File: src/common/sys_pkg.sv
package sys_pkg;

  localparam int dword_width_c    = 64;
  localparam int vaddr_width_c    = 39;
  localparam int ptag_width_c     = 28;
  localparam int csr_addr_width_c = 12;

  // machine csr numbers
  localparam logic [csr_addr_width_c-1:0] csr_mstatus_c  = 12'h300;
  localparam logic [csr_addr_width_c-1:0] csr_mtvec_c    = 12'h305;
  localparam logic [csr_addr_width_c-1:0] csr_mscratch_c = 12'h340;
  localparam logic [csr_addr_width_c-1:0] csr_mepc_c     = 12'h341;
  localparam logic [csr_addr_width_c-1:0] csr_mcause_c   = 12'h342;
  localparam logic [csr_addr_width_c-1:0] csr_mtval_c    = 12'h343;
  localparam logic [csr_addr_width_c-1:0] csr_satp_c     = 12'h180;

  localparam logic [3:0] cause_illegal_c = 4'd2;
  localparam logic [3:0] cause_ecall_u_c = 4'd8;
  localparam logic [3:0] cause_ecall_s_c = 4'd9;
  localparam logic [3:0] cause_ecall_m_c = 4'd11;
  localparam logic [3:0] cause_ipf_c     = 4'd12;
  localparam logic [3:0] cause_lpf_c     = 4'd13;
  localparam logic [3:0] cause_spf_c     = 4'd15;

  // mpp occupies two bits starting here
  localparam int mstatus_mpp_lsb_c = 11;
  localparam int mstatus_sum_bit_c = 18;
  localparam int mstatus_mxr_bit_c = 19;
  localparam int satp_mode_bit_c   = 63;

  typedef enum logic [2:0] {
    e_csrrw,
    e_csrrs,
    e_csrrc,
    e_csrrwi,
    e_csrrsi,
    e_csrrci,
    e_ecall,
    e_mret
  } sys_op_e;

  typedef enum logic [1:0] {
    e_priv_u = 2'd0,
    e_priv_s = 2'd1,
    e_priv_m = 2'd3
  } priv_e;

  typedef struct packed {
    sys_op_e                     op;
    logic [csr_addr_width_c-1:0] addr;
    logic [dword_width_c-1:0]    data;
  } sys_cmd_s;

  typedef struct packed {
    logic itlb_miss;
    logic dtlb_miss;
    logic illegal;
    logic instr_page_fault;
    logic load_page_fault;
    logic store_page_fault;
  } sys_exc_s;

  typedef struct packed {
    logic                     instr_miss_v;
    logic                     load_miss_v;
    logic                     store_miss_v;
    logic [vaddr_width_c-1:0] pc;
    logic [vaddr_width_c-1:0] vaddr;
  } ptw_miss_s;

  typedef struct packed {
    logic                     instr_page_fault_v;
    logic                     load_page_fault_v;
    logic                     store_page_fault_v;
    logic [vaddr_width_c-1:0] pc;
    logic [vaddr_width_c-1:0] vaddr;
  } ptw_fill_s;

  typedef struct packed {
    logic                     v;
    logic                     exception;
    logic                     rollback;
    logic                     eret;
    logic [vaddr_width_c-1:0] npc;
    logic [3:0]               cause;
  } trap_pkt_s;

endpackage

File: src/sys_pipe/sys_cmd_pipe.sv
`timescale 1ns/1ps

module sys_cmd_pipe
  import sys_pkg::*;
(
  input  logic                        clk_i,
  input  logic                        rst_n_i,
  input  logic                        op_v_i,
  input  sys_op_e                     op_i,
  input  logic [csr_addr_width_c-1:0] csr_addr_i,
  input  logic [dword_width_c-1:0]    rs1_i,
  input  logic [dword_width_c-1:0]    imm_i,
  input  logic                        kill_ex1_i,
  input  logic                        kill_ex2_i,
  input  logic                        kill_ex3_i,
  output sys_cmd_s                    cmd_o,
  output logic                        cmd_v_o
);

  sys_cmd_s cmd_ex1;
  sys_cmd_s cmd_ex2_r;
  sys_cmd_s cmd_ex3_r;
  logic     v_ex2_r;
  logic     v_ex3_r;
  logic     imm_op;

  assign imm_op = op_i inside {e_csrrwi, e_csrrsi, e_csrrci};

  always_comb
  begin
    cmd_ex1.op   = op_i;
    cmd_ex1.addr = csr_addr_i;
    cmd_ex1.data = imm_op ? imm_i : rs1_i;
  end

  always_ff @(posedge clk_i)
  begin
    if (!rst_n_i)
    begin
      v_ex2_r <= 1'b0;
      v_ex3_r <= 1'b0;
    end
    else
    begin
      v_ex2_r <= op_v_i & ~kill_ex1_i;
      v_ex3_r <= v_ex2_r & ~kill_ex2_i;
    end
  end

  // payload shifts every cycle, the valids decide
  always_ff @(posedge clk_i)
  begin
    cmd_ex2_r <= cmd_ex1;
    cmd_ex3_r <= cmd_ex2_r;
  end

  assign cmd_o   = cmd_ex3_r;
  assign cmd_v_o = v_ex3_r & ~kill_ex3_i;

endmodule

File: src/sys_pipe/sys_csr_file.sv
`timescale 1ns/1ps

module sys_csr_file
  import sys_pkg::*;
(
  input  logic                     clk_i,
  input  logic                     rst_n_i,
  input  sys_cmd_s                 cmd_i,
  input  logic                     cmd_v_i,
  input  sys_exc_s                 exc_i,
  input  logic [vaddr_width_c-1:0] exc_pc_i,
  input  logic [vaddr_width_c-1:0] exc_tval_i,
  output logic [dword_width_c-1:0] data_o,
  output trap_pkt_s                trap_o,
  output priv_e                    priv_mode_o,
  output logic [ptag_width_c-1:0]  satp_ppn_o,
  output logic                     translation_en_o,
  output logic                     mstatus_sum_o,
  output logic                     mstatus_mxr_o
);

  logic [dword_width_c-1:0] mstatus_r, mtvec_r, mepc_r, mcause_r;
  logic [dword_width_c-1:0] mtval_r, mscratch_r, satp_r;
  logic [dword_width_c-1:0] csr_rdata, csr_wdata;
  priv_e                    priv_r;
  logic                     csr_op, csr_we, ecall_v, mret_v;
  logic                     rollback_v, exc_v;
  logic [3:0]               cause, ecall_cause;

  assign csr_op  = cmd_v_i & (cmd_i.op inside {e_csrrw, e_csrrs, e_csrrc,
                                                e_csrrwi, e_csrrsi, e_csrrci});
  assign ecall_v = cmd_v_i & (cmd_i.op == e_ecall);

  always_comb
  begin
    case (cmd_i.addr)
      csr_mstatus_c:  csr_rdata = mstatus_r;
      csr_mtvec_c:    csr_rdata = mtvec_r;
      csr_mepc_c:     csr_rdata = mepc_r;
      csr_mcause_c:   csr_rdata = mcause_r;
      csr_mtval_c:    csr_rdata = mtval_r;
      csr_mscratch_c: csr_rdata = mscratch_r;
      csr_satp_c:     csr_rdata = satp_r;
      default:        csr_rdata = '0;
    endcase
  end

  always_comb
  begin
    case (cmd_i.op)
      e_csrrs, e_csrrsi: csr_wdata = csr_rdata | cmd_i.data;
      e_csrrc, e_csrrci: csr_wdata = csr_rdata & ~cmd_i.data;
      default:           csr_wdata = cmd_i.data;
    endcase
  end

  always_comb
  begin
    case (priv_r)
      e_priv_u: ecall_cause = cause_ecall_u_c;
      e_priv_s: ecall_cause = cause_ecall_s_c;
      default:  ecall_cause = cause_ecall_m_c;
    endcase
  end

  // highest priority first
  always_comb
  begin
    if (exc_i.instr_page_fault)
      cause = cause_ipf_c;
    else if (exc_i.illegal)
      cause = cause_illegal_c;
    else if (ecall_v)
      cause = ecall_cause;
    else if (exc_i.store_page_fault)
      cause = cause_spf_c;
    else if (exc_i.load_page_fault)
      cause = cause_lpf_c;
    else
      cause = '0;
  end

  // a tlb miss replays the access, so it masks everything else
  assign rollback_v = exc_i.itlb_miss | exc_i.dtlb_miss;
  assign exc_v      = ~rollback_v & (exc_i.instr_page_fault | exc_i.load_page_fault
                    | exc_i.store_page_fault | exc_i.illegal | ecall_v);
  assign mret_v     = ~rollback_v & ~exc_v & cmd_v_i & (cmd_i.op == e_mret);
  assign csr_we     = csr_op & ~rollback_v & ~exc_v;

  always_comb
  begin
    trap_o           = '0;
    trap_o.exception = exc_v;
    trap_o.rollback  = rollback_v;
    trap_o.eret      = mret_v;
    trap_o.v         = exc_v | rollback_v | mret_v;
    trap_o.cause     = exc_v ? cause : '0;
    if (exc_v)
      trap_o.npc = mtvec_r[vaddr_width_c-1:0];
    else if (mret_v)
      trap_o.npc = mepc_r[vaddr_width_c-1:0];
  end

  always_ff @(posedge clk_i)
  begin
    if (!rst_n_i)
    begin
      mstatus_r  <= '0;
      mtvec_r    <= '0;
      mepc_r     <= '0;
      mcause_r   <= '0;
      mtval_r    <= '0;
      mscratch_r <= '0;
      satp_r     <= '0;
      priv_r     <= e_priv_m;
    end
    else if (exc_v)
    begin
      mepc_r   <= dword_width_c'(exc_pc_i);
      mcause_r <= dword_width_c'(cause);
      mtval_r  <= dword_width_c'(exc_tval_i);
      mstatus_r[mstatus_mpp_lsb_c +: 2] <= priv_r;
      priv_r   <= e_priv_m;
    end
    else if (mret_v)
    begin
      priv_r <= priv_e'(mstatus_r[mstatus_mpp_lsb_c +: 2]);
      mstatus_r[mstatus_mpp_lsb_c +: 2] <= e_priv_u;
    end
    else if (csr_we)
    begin
      case (cmd_i.addr)
        csr_mstatus_c:  mstatus_r  <= csr_wdata;
        csr_mtvec_c:    mtvec_r    <= csr_wdata;
        csr_mepc_c:     mepc_r     <= csr_wdata;
        csr_mcause_c:   mcause_r   <= csr_wdata;
        csr_mtval_c:    mtval_r    <= csr_wdata;
        csr_mscratch_c: mscratch_r <= csr_wdata;
        csr_satp_c:     satp_r     <= csr_wdata;
        default:        ;
      endcase
    end
  end

  assign data_o           = csr_rdata;
  assign priv_mode_o      = priv_r;
  assign satp_ppn_o       = satp_r[ptag_width_c-1:0];
  // machine mode always runs untranslated
  assign translation_en_o = satp_r[satp_mode_bit_c] & (priv_r != e_priv_m);
  assign mstatus_sum_o    = mstatus_r[mstatus_sum_bit_c];
  assign mstatus_mxr_o    = mstatus_r[mstatus_mxr_bit_c];

endmodule

File: src/sys_pipe/sys_fault_sel.sv
`timescale 1ns/1ps

module sys_fault_sel
  import sys_pkg::*;
(
  input  logic                     clk_i,
  input  logic                     rst_n_i,
  input  logic                     is_store_i,
  input  sys_exc_s                 exc_i,
  input  logic [vaddr_width_c-1:0] exc_pc_i,
  input  logic [vaddr_width_c-1:0] exc_vaddr_i,
  input  ptw_fill_s                fill_i,
  input  logic                     kill_ex3_i,
  output ptw_miss_s                ptw_miss_o,
  output sys_exc_s                 exc_o,
  output logic [vaddr_width_c-1:0] exc_pc_o,
  output logic [vaddr_width_c-1:0] exc_tval_o
);

  logic is_store_ex2_r;
  logic is_store_ex3_r;
  logic fill_fault_v;

  // store flag follows the access down to stage three
  always_ff @(posedge clk_i)
  begin
    if (!rst_n_i)
    begin
      is_store_ex2_r <= 1'b0;
      is_store_ex3_r <= 1'b0;
    end
    else
    begin
      is_store_ex2_r <= is_store_i;
      is_store_ex3_r <= is_store_ex2_r;
    end
  end

  assign fill_fault_v = fill_i.instr_page_fault_v
                      | fill_i.store_page_fault_v
                      | fill_i.load_page_fault_v;

  // walker faults win and ignore the ex3 kill
  always_comb
  begin
    exc_o = '0;
    if (fill_i.instr_page_fault_v)
      exc_o.instr_page_fault = 1'b1;
    else if (fill_i.store_page_fault_v)
      exc_o.store_page_fault = 1'b1;
    else if (fill_i.load_page_fault_v)
      exc_o.load_page_fault = 1'b1;
    else if (!kill_ex3_i)
      exc_o = exc_i;
  end

  assign exc_pc_o   = fill_fault_v ? fill_i.pc : exc_pc_i;
  assign exc_tval_o = fill_fault_v ? fill_i.vaddr : '0;

  // merged record is already killed
  always_comb
  begin
    ptw_miss_o.instr_miss_v = exc_o.itlb_miss;
    ptw_miss_o.load_miss_v  = exc_o.dtlb_miss & ~is_store_ex3_r;
    ptw_miss_o.store_miss_v = exc_o.dtlb_miss & is_store_ex3_r;
    ptw_miss_o.pc           = exc_pc_i;
    ptw_miss_o.vaddr        = exc_o.itlb_miss ? exc_pc_i : exc_vaddr_i;
  end

endmodule

File: src/sys_pipe/sys_pipe.sv
`timescale 1ns/1ps

module sys_pipe
  import sys_pkg::*;
(
  input  logic                        clk_i,
  input  logic                        rst_n_i,
  input  logic                        op_v_i,
  input  sys_op_e                     op_i,
  input  logic [csr_addr_width_c-1:0] csr_addr_i,
  input  logic [dword_width_c-1:0]    rs1_i,
  input  logic [dword_width_c-1:0]    imm_i,
  input  logic                        is_store_i,
  input  logic                        kill_ex1_i,
  input  logic                        kill_ex2_i,
  input  logic                        kill_ex3_i,
  input  sys_exc_s                    exc_i,
  input  logic [vaddr_width_c-1:0]    exc_pc_i,
  input  logic [vaddr_width_c-1:0]    exc_vaddr_i,
  input  ptw_fill_s                   fill_i,
  output ptw_miss_s                   ptw_miss_o,
  output logic [dword_width_c-1:0]    data_o,
  output trap_pkt_s                   trap_o,
  output priv_e                       priv_mode_o,
  output logic [ptag_width_c-1:0]     satp_ppn_o,
  output logic                        translation_en_o,
  output logic                        mstatus_sum_o,
  output logic                        mstatus_mxr_o
);

  sys_cmd_s                 cmd;
  logic                     cmd_v;
  sys_exc_s                 exc_merged;
  logic [vaddr_width_c-1:0] exc_pc;
  logic [vaddr_width_c-1:0] exc_tval;

  sys_cmd_pipe cmd_pipe_i (
    .clk_i, .rst_n_i, .op_v_i, .op_i, .csr_addr_i, .rs1_i, .imm_i,
    .kill_ex1_i, .kill_ex2_i, .kill_ex3_i,
    .cmd_o(cmd), .cmd_v_o(cmd_v)
  );

  sys_fault_sel fault_sel_i (
    .clk_i, .rst_n_i, .is_store_i, .exc_i, .exc_pc_i, .exc_vaddr_i, .fill_i,
    .kill_ex3_i, .ptw_miss_o,
    .exc_o(exc_merged), .exc_pc_o(exc_pc), .exc_tval_o(exc_tval)
  );

  sys_csr_file csr_file_i (
    .clk_i, .rst_n_i, .cmd_i(cmd), .cmd_v_i(cmd_v), .exc_i(exc_merged),
    .exc_pc_i(exc_pc), .exc_tval_i(exc_tval), .data_o, .trap_o, .priv_mode_o,
    .satp_ppn_o, .translation_en_o, .mstatus_sum_o, .mstatus_mxr_o
  );

endmodule
File: config.mk
export PLATFORM = sky130hd
export DESIGN_NAME = sys_pipe
export DESIGN_NICKNAME = d
export VERILOG_FILES = /design/src/common/sys_pkg.sv /design/src/sys_pipe/sys_cmd_pipe.sv /design/src/sys_pipe/sys_csr_file.sv /design/src/sys_pipe/sys_fault_sel.sv /design/src/sys_pipe/sys_pipe.sv
export SDC_FILE = /design/constraint.sdc
export NUM_CORES = 1
export LEC_CHECK = 0
export ABC_AREA = 1
export BUFFER_PORTS_ARGS = -buffer_cell sky130_fd_sc_hd__buf_2
export CELL_PAD_IN_SITES_DETAIL_PLACEMENT = 1
export CELL_PAD_IN_SITES_GLOBAL_PLACEMENT = 1
export CORE_MARGIN = 2
export CORE_UTILIZATION = 25
export DETAILED_ROUTE_END_ITERATION = 8
export PLACE_DENSITY = 0.64
export SETUP_SLACK_MARGIN = 0.4
export SLEW_MARGIN = 20
export SYNTH_ARGS = -nofsm -noshare
export SYNTH_HDL_FRONTEND = slang
export SYNTH_SLANG_ARGS = --single-unit
File: constraint.sdc
create_clock -name clk_i -period 5.4 [get_ports clk_i]
set_input_delay 1.08 -clock clk_i [delete_from_list [all_inputs] [get_ports clk_i]]
set_output_delay 1.08 -clock clk_i [all_outputs]
set_load 0.03 [all_outputs]
==> key figures <==
Power
  – Total power: 11.1 mW
  – Net Sw Frac: 26.6%
  – Power Density: 298 mW/mm^2
  – Pint: 8.16 mW
  – Clock power share: 48.2%
  – Gate power share: 8.8%
  – Net Switching: 2.96 mW
  – Maximum vdd ir drop: 197 uV
  – P_leak: 18.8 nW
  – Flop pwr share: 43.0%

Route
  – Routed wl met2: 68.8 mm
  – Routed Wire Length: 140 mm
  – WL met1: 61.6 mm
  – Avg WL per Cell: 20.4 um
  – ANT nets after route: 0
  – Highest routed layer: met4
  – Vias per cell: 4.71
  – # DRC: 0
  – First-pass DRT Iterations: 5
  – Met3 WL: 6.36 mm
  – Initial DRC Count: 1,791
  – Via Count: 32,248

GRT
  – Overall Global Routing Usage: 21.4%
  – Vias in the first global route: 32,406
  – Total grt overflow: 0
  – Largest net degree at the start of global routing: 137
  – First-pass GRT wire length: 205 mm
  – Initial antenna violation count: 7

STA
  – Crit share post-route: 86.0%
  – RSZ-0062 raised after global routing: no
  – Worst-margin pin slew: 1.10 ns
  – Fin Clk Skew: 0.0253 ns
  – Setup TNS: 0 ns
  – Final Hold Fails: 0
  – Max Slew Vio Count: 0
  – Fmax: 215 MHz
  – Worst slew margin: 26.5%
  – # setup viols final: 0
  – Period minus WS final: 4.64 ns

Job
  – Total of max-cap violations: 0

Worst setup path
  – Worst endpoint data arrival time: 3.56 ns
  – WS Path Type: reg2out
  – Setup crit start: cmd_pipe_i.cmd_o[73]
  – CP Cell Sequence: nand2_1 > nor2_2 > nand2_4 > o21ai_0 > nor2_1 > o2111ai_1 > buf_2
  – Critical R2R Capture: csr_file_i.mtval_r[33]
  – CP Launch Type: flip-flop
  – Critical R2R Launch: cmd_pipe_i.cmd_o[68]
  – CP max stage delay: 0.69 ns
  – Max stage delay cell, worst path: nand2_4
  – Setup crit end kind: output port
  – Data required, critical path: 4.32 ns
  – Worst Path Max Fanout: 47
  – Worst r2r path cells: 12
  – Worst R2R Setup Slack: 1.59 ns

Cells and area
  – Fillers: 15,747
  – Area grow syn2layout: 20.0%
  – Layout cells sized above 1: 16.8%
  – Final Net Count: 5,465

Logic synthesis
  – Synth top area share: 39.4%
  – Synth Flop Type: dfxtp_1
  – Number of synthesized flops with an enable pin: 0
  – Avg Cell Area, Syn: 6.46 um^2
  – Synthesized area: 0.0311 mm^2
  – Synth area leader: dfxtp_1
  – Synthesized netlist cell count: 4,813
  – Asr flop ratio synth: 0%
  – Sequential area share after synthesis: 39.4%
  – Ys Warns: 0
  – Count leader, synth: nand2_1
  – Yosys cell types: 36
  – Syn_nets: 5,128
  – Synth top area cells: dfxtp_1 39%, nand2_1 13%, inv_1 8.7%
  – Flop and latch count out of synthesis: 612
  – Top post-synthesis cells by count: 1,076 x nand2_1, 718 x inv_1, 692 x nor2_1, 612 x dfxtp_1, 459 x nand3_1

Floorplanning
  – Die H: 357 um
  – FP Rows: 129
  – Core area: 0.123 mm^2
  – Die Footprint: 0.127 mm^2
  – Width of the chip: 357 um
  – Ports: 540
  – Starting Density: 25.2%

Clock network
  – CTS buffer count: 79
  – H-tree depth: 3
  – Clock Latency Late Sink: 0.65 ns
  – Clock sink count: 612
  – Post-CTS setup buffers: 0
  – Post-CTS sizing: 0
  – Hold buffers post-CTS: 0
  – CTS Root Cell: clkbuf_16
  – CTS tree: built
  – Reg clk slew, reported paths: 0.06 ns
  – Clock Path Buffers: 3

Status
  – Status: finished, final reports clean

Hold path
  – Hold Crit Start: cmd_pipe_i.cmd_ex2_r[1]
  – Hold Crit Class: reg2reg
  – Hold Crit Depth: 0
  – Min-Delay Endpoint: cmd_pipe_i.cmd_o[1]

Place
  – Port bufs: 539
  – Final HPWL DP: 89.3 mm
  – Final Wtd Congestion: 0.805
[power groups by stage]
| stage | clock (mW) | sequential [mW] | combinational [mW] |
|---|---|---|---|
| after floorplan | 0 | 4.83 | 0.574 |
| after global placement | 0 | 4.88 | 0.981 |
| after detailed placement | 0 | 4.88 | 0.986 |
| after CTS | 5.53 | 4.79 | 0.990 |
| after global routing | 5.70 | 4.80 | 1.07 |
| final | 5.36 | 4.78 | 0.975 |
[how the worst max path moves through the flow]
stage,end,slack [ns],depth (start not counted)
detailed placement,trap_o[27],1.29,11
CTS,data_o[35],0.70,7
global placement,trap_o[38],1.40,11
floorplan,trap_o[33],1.69,9
finish,data_o[35],0.76,7
global route,data_o[35],0.60,7
[layout make-up]
type,count,area [um^2],share of cell area (%)
Clock buffer,108,2290,6.14
Clock inverter,28,278,0.745
Timing Repair Buffer,605,3270,8.77
Antenna cell,3,7.51,0.0201
Sequential cell,612,12300,32.9
Inverter,733,2770,7.42
Tap cell,1637,2050,5.49
Multi-Input combinational cell,3119,14400,38.5
[flip-flops by register name, indices dropped and copies added, names as in the netlist]
name	flops
cmd_pipe_i.cmd_ex2_r	79
cmd_pipe_i.cmd_o	79
cmd_pipe_i.v_ex2_r	1
cmd_pipe_i.v_ex3_r	1
csr_file_i.mcause_r	64
csr_file_i.mepc_r	64
csr_file_i.mscratch_r	64
csr_file_i.mstatus_r	64
csr_file_i.mtval_r	64
csr_file_i.mtvec_r	64
csr_file_i.priv_mode_o	2
csr_file_i.satp_r	64
fault_sel_i.is_store_ex2_r	1
fault_sel_i.is_store_ex3_r	1
[logic make-up after synthesis]
| logic type | count (synthesis) | synth area share [%] |
|---|---|---|
| muxes | 65 | 2.36 |
| and+or+nand+nor | 2275 | 30.1 |
| DFF | 612 | 39.4 |
| AOI/OAI and AO/OA | 779 | 13.3 |
| buffers and inverters | 1082 | 14.8 |
[cells in the final DEF (no fill, tap or decap), types with 3 or more instances in the layout]
cell type  instances
o2111ai_1         39
a21oi_1          371
nand2_4            4
nand3_2            5
nand2_2           16
nor2_2             8
buf_12             6
diode_2            3
inv_1            715
nand3_4            4
clkbuf_16         81
nand3_1          457
clkbuf_1          11
nand2_1         1071
bufinv_16          5
o22ai_1           39
inv_2             11
nor2_4            15
buf_2            538
mux2_2            65
nor2_1           687
clkinv_2          23
dfxtp_1          612
buf_4             61
o21ai_1           67
clkbuf_8          16
o21ai_0          258
[metrics by stage]
step	instances	instance area [um^2]	hold slack [ns]	utilization [%]	setup WS, ns
6_report	6845	37300	0.312	30.2	0.757
3_3_place_gp	6706	34700	0.311	28.1	1.40
5_1_grt	6842	37300	0.316	30.2	0.602
4_1_cts	6842	37300	0.310	30.2	0.703
3_5_place_dp	6706	34700	0.313	28.1	1.29
2_1_floorplan	4813	31100	0.310	-	1.69
[worst max-delay path: cells and delay by family (launching register included)]
family / cells / cell delay (ns)
compound gates: 2 / 0.73
buf+inv: 1 / 0.33
flops: 1 / 0.35
simple gates: 4 / 1.48
[layer usage]
| layer | track usage [%] | vias to the layer above |
|---|---|---|
| li1 | - | 15640 |
| met1 | 27.1 | 15721 |
| met2 | 38.1 | 726 |
| met3 | 2.80 | 161 |
| met4 | 5.09 | 0 |
| met5 | 0 | - |
No activity file was read; power rests on OpenSTA's default activity.
